**src/rtl/mod53_pkg.sv**
```systemverilog
package mod53_pkg;

  // one operand word. Bit 100 is the most significant.
  typedef logic [100:1] word_t;

  // a residue modulo 53, always below 53.
  typedef logic [5:0] residue_t;

  // index of a word within an operand.
  typedef logic [15:0] count_t;

  localparam residue_t MODULUS = 6'd53;

  // Chunk i of a word covers bits 6i+6 down to 6i+1 and carries weight 2^(6i) mod 53.
  // Chunk 0 has weight 1 and needs no entry. Chunk 16 holds only bits 100 to 97.
  localparam residue_t CHUNK_WEIGHT [1:16] = '{
    6'd11, 6'd15, 6'd6,  6'd13, 6'd37, 6'd36, 6'd25, 6'd10,
    6'd4,  6'd44, 6'd7,  6'd24, 6'd52, 6'd42, 6'd38, 6'd47
  };

  // 2^100 mod 53, the step between successive words of an operand.
  localparam residue_t RADIX_WEIGHT = 6'd10;

  typedef enum logic [1:0]
  {
    ST_IDLE,
    ST_COLLECT,
    ST_FINISH
  } ctrl_state_t;

endpackage

```
**src/rtl/chunk_residue.sv**
```systemverilog
`timescale 1ns/1ns

module chunk_residue
(
  input  logic               clk,
  input  logic               rst_n,
  input  logic               word_take,
  input  mod53_pkg::word_t   word,
  output mod53_pkg::residue_t word_res,
  output logic               res_valid
);

  mod53_pkg::residue_t chunk_res [0:16];
  logic [11:0]         prod [1:16];   // residue times weight, at most 52 * 52.
  logic [13:0]         group_sum [0:3];
  logic [15:0]         word_sum;
  logic [15:0]         fold_1;
  logic [15:0]         fold_2;
  logic [15:0]         fold_3;
  logic [15:0]         fold_4;
  logic [6:0]          fold_5;
  mod53_pkg::residue_t word_mod;

  // bits above bit 5 count 2^6 each, which is 11 mod 53.
  function automatic logic [15:0] fold64(input logic [15:0] x);
    fold64 = {10'd0, x[5:0]} + x[15:6] * 16'd11;
  endfunction

  // last fold on an 8-bit value with 2^6 as 11 and 2^7 as 22.
  function automatic logic [6:0] fold_top(input logic [7:0] x);
    fold_top = {1'b0, x[5:0]} + (x[6] ? 7'd11 : 7'd0) + (x[7] ? 7'd22 : 7'd0);
  endfunction

  // a 6-bit chunk is at most 63, so one subtraction brings it below 53.
  for (genvar i = 0; i < 16; i++)
  begin : g_chunk
    logic [5:0] raw;

    assign raw = word[6*i+1 +: 6];
    assign chunk_res[i] = (raw >= mod53_pkg::MODULUS) ? raw - mod53_pkg::MODULUS : raw;
  end

  assign chunk_res[16] = {2'b00, word[100:97]};  // only 4 bits, already below 53.

  for (genvar i = 1; i <= 16; i++)
  begin : g_prod
    assign prod[i] = 12'(chunk_res[i]) * 12'(mod53_pkg::CHUNK_WEIGHT[i]);
  end

  always_comb
  begin
    for (int g = 0; g < 4; g++)
    begin
      group_sum[g] = 14'(prod[4*g+1]) + 14'(prod[4*g+2])
                   + 14'(prod[4*g+3]) + 14'(prod[4*g+4]);
    end
  end

  // at most 43316, so the sum fits in 16 bits.
  assign word_sum = 16'(group_sum[0]) + 16'(group_sum[1])
                  + 16'(group_sum[2]) + 16'(group_sum[3])
                  + 16'(chunk_res[0]);

  // The bound shrinks to 7499, 1350, 294 and 107 over the four wide folds.
  assign fold_1 = fold64(word_sum);
  assign fold_2 = fold64(fold_1);
  assign fold_3 = fold64(fold_2);
  assign fold_4 = fold64(fold_3);
  assign fold_5 = fold_top(fold_4[7:0]);   // at most 96 here.

  assign word_mod = (fold_5 >= {1'b0, mod53_pkg::MODULUS})
                  ? 6'(fold_5 - {1'b0, mod53_pkg::MODULUS})
                  : fold_5[5:0];

  always_ff @(posedge clk or negedge rst_n)
  begin
    if (!rst_n)
      res_valid <= 1'b0;
    else
      res_valid <= word_take;
  end

  always_ff @(posedge clk)
  begin
    if (word_take)
      word_res <= word_mod;
  end

  // a presented residue is always fully reduced.
  assert property (@(posedge clk) disable iff (!rst_n)
    res_valid |-> (word_res < mod53_pkg::MODULUS));

endmodule

```
**src/rtl/residue_accum.sv**
```systemverilog
`timescale 1ns/1ns

module residue_accum
(
  input  logic                clk,
  input  logic                rst_n,
  input  logic                clear,
  input  logic                res_valid,
  input  mod53_pkg::residue_t word_res,
  output mod53_pkg::residue_t residue
);

  logic [9:0]          horner;   // residue * 10 + word_res, at most 572.
  logic [7:0]          fold_1;
  logic [6:0]          fold_2;
  mod53_pkg::residue_t acc_next;

  assign horner = 10'(residue) * 10'(mod53_pkg::RADIX_WEIGHT) + 10'(word_res);

  // 64 is 11 mod 53. The first fold leaves at most 151.
  assign fold_1 = {2'b00, horner[5:0]} + 8'(horner[9:6]) * 8'd11;

  // a second fold with 2^6 as 11 and 2^7 as 22 leaves at most 96.
  assign fold_2 = {1'b0, fold_1[5:0]}
                + (fold_1[6] ? 7'd11 : 7'd0)
                + (fold_1[7] ? 7'd22 : 7'd0);

  assign acc_next = (fold_2 >= {1'b0, mod53_pkg::MODULUS})
                  ? 6'(fold_2 - {1'b0, mod53_pkg::MODULUS})
                  : fold_2[5:0];

  always_ff @(posedge clk or negedge rst_n)
  begin
    if (!rst_n)
      residue <= '0;
    else if (clear)
      residue <= '0;   // a new operand starts from zero.
    else if (res_valid)
      residue <= acc_next;
  end

  assert property (@(posedge clk) disable iff (!rst_n)
    residue < mod53_pkg::MODULUS);

endmodule

```
**src/rtl/residue_ctrl.sv**
```systemverilog
`timescale 1ns/1ns

module residue_ctrl
(
  input  logic clk,
  input  logic rst_n,
  input  logic start,
  input  logic res_valid,
  input  logic last,
  output logic collect,
  output logic clear,
  output logic busy,
  output logic done
);

  mod53_pkg::ctrl_state_t state;
  mod53_pkg::ctrl_state_t state_next;

  always_comb
  begin
    state_next = state;
    case (state)
      mod53_pkg::ST_IDLE:
      begin
        if (start)
          state_next = mod53_pkg::ST_COLLECT;
      end
      mod53_pkg::ST_COLLECT:
      begin
        if (res_valid && last)
          state_next = mod53_pkg::ST_FINISH;   // final word is being accumulated.
      end
      mod53_pkg::ST_FINISH:
      begin
        state_next = mod53_pkg::ST_IDLE;
      end
      default:
      begin
        state_next = mod53_pkg::ST_IDLE;
      end
    endcase
  end

  always_ff @(posedge clk or negedge rst_n)
  begin
    if (!rst_n)
    begin
      state <= mod53_pkg::ST_IDLE;
      done  <= 1'b0;
    end
    else
    begin
      state <= state_next;
      done  <= (state == mod53_pkg::ST_FINISH);   // rises as busy falls.
    end
  end

  // start is only honoured from idle.
  assign clear   = start && (state == mod53_pkg::ST_IDLE);
  assign collect = (state == mod53_pkg::ST_COLLECT);
  assign busy    = (state != mod53_pkg::ST_IDLE);

  assert property (@(posedge clk) disable iff (!rst_n)
    done |=> !done);

endmodule

```
**src/rtl/residue_top.sv**
```systemverilog
`timescale 1ns/1ns

module residue_top
#(
  parameter int unsigned WORDS = 3
)
(
  input  logic                clk,
  input  logic                rst_n,
  input  logic                start,
  input  logic                word_valid,
  input  mod53_pkg::word_t    word,
  output logic                busy,
  output logic                done,
  output mod53_pkg::residue_t residue
);

  logic                collect;
  logic                clear;
  logic                word_take;
  logic                res_valid;
  logic                last;
  mod53_pkg::residue_t word_res;

  assign word_take = word_valid && collect;   // words outside an operand are dropped.

  chunk_residue u_chunk_residue
  (
    .clk       (clk),
    .rst_n     (rst_n),
    .word_take (word_take),
    .word      (word),
    .word_res  (word_res),
    .res_valid (res_valid)
  );

  residue_accum u_residue_accum
  (
    .clk       (clk),
    .rst_n     (rst_n),
    .clear     (clear),
    .res_valid (res_valid),
    .word_res  (word_res),
    .residue   (residue)
  );

  word_counter #(
    .WORDS (WORDS)
  ) u_word_counter
  (
    .clk       (clk),
    .rst_n     (rst_n),
    .clear     (clear),
    .res_valid (res_valid),
    .last      (last)
  );

  residue_ctrl u_residue_ctrl
  (
    .clk       (clk),
    .rst_n     (rst_n),
    .start     (start),
    .res_valid (res_valid),
    .last      (last),
    .collect   (collect),
    .clear     (clear),
    .busy      (busy),
    .done      (done)
  );

endmodule

```
**src/rtl/word_counter.sv**
```systemverilog
`timescale 1ns/1ns

module word_counter
#(
  parameter int unsigned WORDS = 1
)
(
  input  logic clk,
  input  logic rst_n,
  input  logic clear,
  input  logic res_valid,
  output logic last
);

  localparam mod53_pkg::count_t LAST_INDEX = mod53_pkg::count_t'(WORDS - 1);

  mod53_pkg::count_t count;

  assign last = (count == LAST_INDEX);

  always_ff @(posedge clk or negedge rst_n)
  begin
    if (!rst_n)
      count <= '0;
    else if (clear)
      count <= '0;
    else if (res_valid)
    begin
      if (last)
        count <= '0;   // wrap so a stray word cannot run past the end.
      else
        count <= count + 1'b1;
    end
  end

  assert property (@(posedge clk) disable iff (!rst_n)
    count <= LAST_INDEX);

endmodule
```
**config.mk**
```make
export PLATFORM = sky130hd
export DESIGN_NAME = residue_top
export DESIGN_NICKNAME = d
export VERILOG_FILES = /design/src/rtl/mod53_pkg.sv /design/src/rtl/chunk_residue.sv /design/src/rtl/residue_accum.sv /design/src/rtl/residue_ctrl.sv /design/src/rtl/residue_top.sv /design/src/rtl/word_counter.sv
export SDC_FILE = /design/constraint.sdc
export NUM_CORES = 1
export LEC_CHECK = 0
export BUFFER_PORTS_ARGS = -buffer_cell sky130_fd_sc_hd__buf_4
export CAP_MARGIN = 30
export CORE_ASPECT_RATIO = 0.75
export CORE_MARGIN = 10
export CORE_UTILIZATION = 58
export DETAILED_ROUTE_END_ITERATION = 8
export PLACE_DENSITY = 0.76
export RECOVER_POWER = 50
export SLEW_MARGIN = 30
export SYNTH_ARGS = -nofsm -noshare
export SYNTH_HDL_FRONTEND = slang
export SYNTH_SLANG_ARGS = --single-unit
```
**constraint.sdc**
```tcl
create_clock -name clk -period 9.2 [get_ports clk]
set_clock_uncertainty 0.1 [all_clocks]
set_input_delay 0.92 -clock clk [delete_from_list [all_inputs] [get_ports clk]]
set_output_delay 0.92 -clock clk [all_outputs]
set_load 0.05 [all_outputs]
```
==> metrics.csv <==
stage,metric,value,unit
status,status,"complete, but fails checks",
status,violations,setup timing,
global_routing,grt.total_usage,0.2519,
detailed_routing,vias,18830,
sta,relSlewSlack,0.02016,
floorplan,core-area,0.03338,mm^2
clocking,numCtsBuffers,5,
sta,rsz0062_at_grt,yes,
detailed_routing,top_layer_used,met4,
layout,regArea,830.8,um^2
synthesis,synth.area.top_cells,"ha_1 (32%), fa_1 (18%), inv_1 (8.4%)",
floorplan,die_height,179.0,um
detailed_routing,firstDrtPassIters,6,
clocking,htreeDepth,2,
synthesis,synthFlopType,dfrtp_1,
clocking,cts_sinks,32,
synthesis,netlist_area,0.01956,mm^2
synthesis,yosysMostFrequentCell,ha_1,
sta,period_share,2.486,
synthesis,ys_ff_latch,32,
clocking,cts_hold_buf,0,
sta,min_period,22.87,ns
floorplan,die_area,0.04155,mm^2
setup_path,required,9.13,ns
setup_path,startpoint_type,input port,
floorplan,dieWidth,232.1,um
synthesis,synth_edf_count,6,
detailed_routing,drt-met1-wl,23270,um
sta,hold_viol_final,0,
setup_path,critical_path_class,in2reg,
setup_path,crit_fanout,6,
clocking,cts-root-buf,clkbuf_16,
setup_path,arrival,22.80,ns
sta,finalWorstSetupSlack,-13.67,ns
detailed_routing,drtIter0Drc,1142,
setup_path,crit_path_end_kind,flop,
flow_run,drv_cap,0,
detailed_routing,vias_per_cell,5.504,
sta,setup_viol,6,
layout,multi_input_area,0.01872,mm^2
detailed_routing,drc,0,
synthesis,async_flop_share,0.8125,
global_routing,grt_first_pass_wirelength,89750,um
synthesis,syn_nets,3079,
detailed_routing,wl_met3,2699,um
layout,fin_util,0.8070,
synthesis,ys_types,72,
synthesis,synth.yosys.seq_area_share,0.04247,
setup_path,cp_common_cell,fa_1,
clocking,clock_latency,0.28,ns
sta,fmax,43.72,MHz
clocking,cts_max_path_buffers,2,
setup_path,slowest_delay,0.62,ns
global_routing,antenna_found_initial,0,
synthesis,netlist_instances,2304,
global_routing,first_global_vias,20090,
placement,dpl.hpwl,43830,um
floorplan,start_util,0.5860,
detailed_routing,dr_wl_met2,28690,um
clocking,cts.clk_slew.worst_paths,0.05,ns
synthesis,synth_top_area_frac,0.3166,
layout,fillers,1960,
detailed_routing,wl_per_cell,16.67,um
sta,worst_pin_slew,1.470,ns
sta,slew_violations,0,
global_routing,grt-ovfl-total,0,
floorplan,io_pins,112,
placement,gp_congestion,0.8804,
layout,final_nets,3746,
global_routing,grt_max_degree,27,
detailed_routing,ant_nets,0,
synthesis,synth_commonest_cells,"ha_1 (495), inv_1 (439), fa_1 (176), a21oi_1 (168), xnor2_1 (147)",
clocking,cts_tree,done,
layout,syn2layout_area_growth,37.71,%
synthesis,synth_top_cell_by_area,ha_1,
layout,diodes,0,
hold_path,holdCritPathClass,reg2reg,
detailed_routing,drt_wl_total,57030,um
layout,drive_gt1_frac,0.3122,
synthesis,synth_area_per_cell,8.490,um^2
synthesis,yosysWarnings,0,
floorplan,rows,58,
setup_path,crit_slowest_cell,fa_1,
placement,numPortBuffers,111,
## critical path: cells and delay by family
family | cells | cell delay (ns)
multiplexers | 1 | 0.30
XOR/XNOR | 11 | 1.86
AND/OR/NAND/NOR | 17 | 3.00
buffers and inverters | 20 | 1.84
AO/OA/AOI/OAI | 16 | 3.15
adder cells (fa/ha/maj) | 31 | 11.64
## placed cells by master (no fill, tap or decap), types with 8 or more instances in the layout
cell,n
o21ai_1,8
and2_1,17
xnor2_1,121
a21o_1,55
nor2_1,130
nand2_1,90
o21bai_1,31
a21oi_1,139
buf_4,655
inv_1,413
or4b_2,9
nand3_1,22
xnor2_2,22
o21a_1,40
nor2b_1,30
xor2_2,8
a21oi_4,8
nor3_1,25
xor2_1,71
ha_1,440
fa_1,171
a211oi_1,10
dfrtp_1,26
nand2b_1,25
o21ai_0,81
inv_2,23
a21oi_2,21
ha_4,48
## worst paths after layout
path,cells past startpoint,slack [ns],from,endpoint
max in group asynchronous,1,7.25,rst_n,u_residue_accum.residue[4]
min,1,0.44,u_word_counter.count[14],u_word_counter.count[14]
min in group asynchronous,1,0.88,rst_n,u_word_counter.count[5]
max,96,-13.67,word[13],u_chunk_residue.word_res[1]
min reg2reg,1,0.44,u_word_counter.count[14],u_word_counter.count[14]
max reg2reg,29,1.41,u_residue_accum.residue[1],u_residue_accum.residue[1]
## routing by layer
| layer | track usage | vias to the layer above |
|---|---|---|
| met2 | 0.4666 | 625 |
| met3 | 0.02404 | 233 |
| met4 | 0.06058 | 0 |
| met1 | 0.3089 | 8911 |
| li1 | - | 9064 |
| met5 | 0 | - |
## timing repair
item                                    CTS  global route
setup buffers                            22             6
gates resized for setup                 102            60
pin swaps                                85            22
gates cloned                              0             0
endpoints found under the setup margin    6             6
## area by class of cell
| class | instances | share of cell area |
|---|---|---|
| inverters | 440 | 0.06187 |
| repair buffers | 664 | 0.1860 |
| multi-input cells | 1828 | 0.6948 |
| clock buffers | 7 | 0.005295 |
| well taps | 450 | 0.02090 |
| flip-flops and latches | 32 | 0.03084 |
| clock inverters | 1 | 0.0002787 |
## sequential cells by signal, summed over array words and instances (netlist names)
signal / flops
u_residue_ctrl.state: 2
u_chunk_residue.word_res: 6
u_word_counter.count: 16
u_residue_ctrl.done: 1
u_chunk_residue.res_valid: 1
u_residue_accum.residue: 6
## stage by stage
stage	worst slack, ns	instance area, um^2	setup TNS, ns	hold WS (ns)	instances
after floorplan	-12.15	20390	-71.86	0.3729	2304
after global placement	-12.83	25730	-76.53	0.3949	3390
after detailed placement	-13.35	25730	-79.62	0.4177	3390
after CTS	-12.63	26560	-75.38	0.4295	3419
after global routing	-14.45	26940	-85.94	0.4543	3422
final	-13.67	26940	-81.34	0.4359	3422
## cells by family (layout without fill, tap and decap cells)
| family | count (synthesis) | after routing | synth area share |
|---|---|---|---|
| adders and majority gates | 671 | 671 | 0.4967 |
| and+or+nand+nor | 438 | 438 | 0.1119 |
| buffers and inverters | 444 | 1112 | 0.08520 |
| AOI/OAI and AO/OA | 477 | 477 | 0.1539 |
| muxes | 12 | 12 | 0.006460 |
| DFF | 32 | 32 | 0.04247 |
| xor gates and xnor gates | 230 | 230 | 0.1034 |
Power is left out: the tool's default activity adds up to more than one toggle a clock period on the data nets, which glitch-free logic cannot reach.
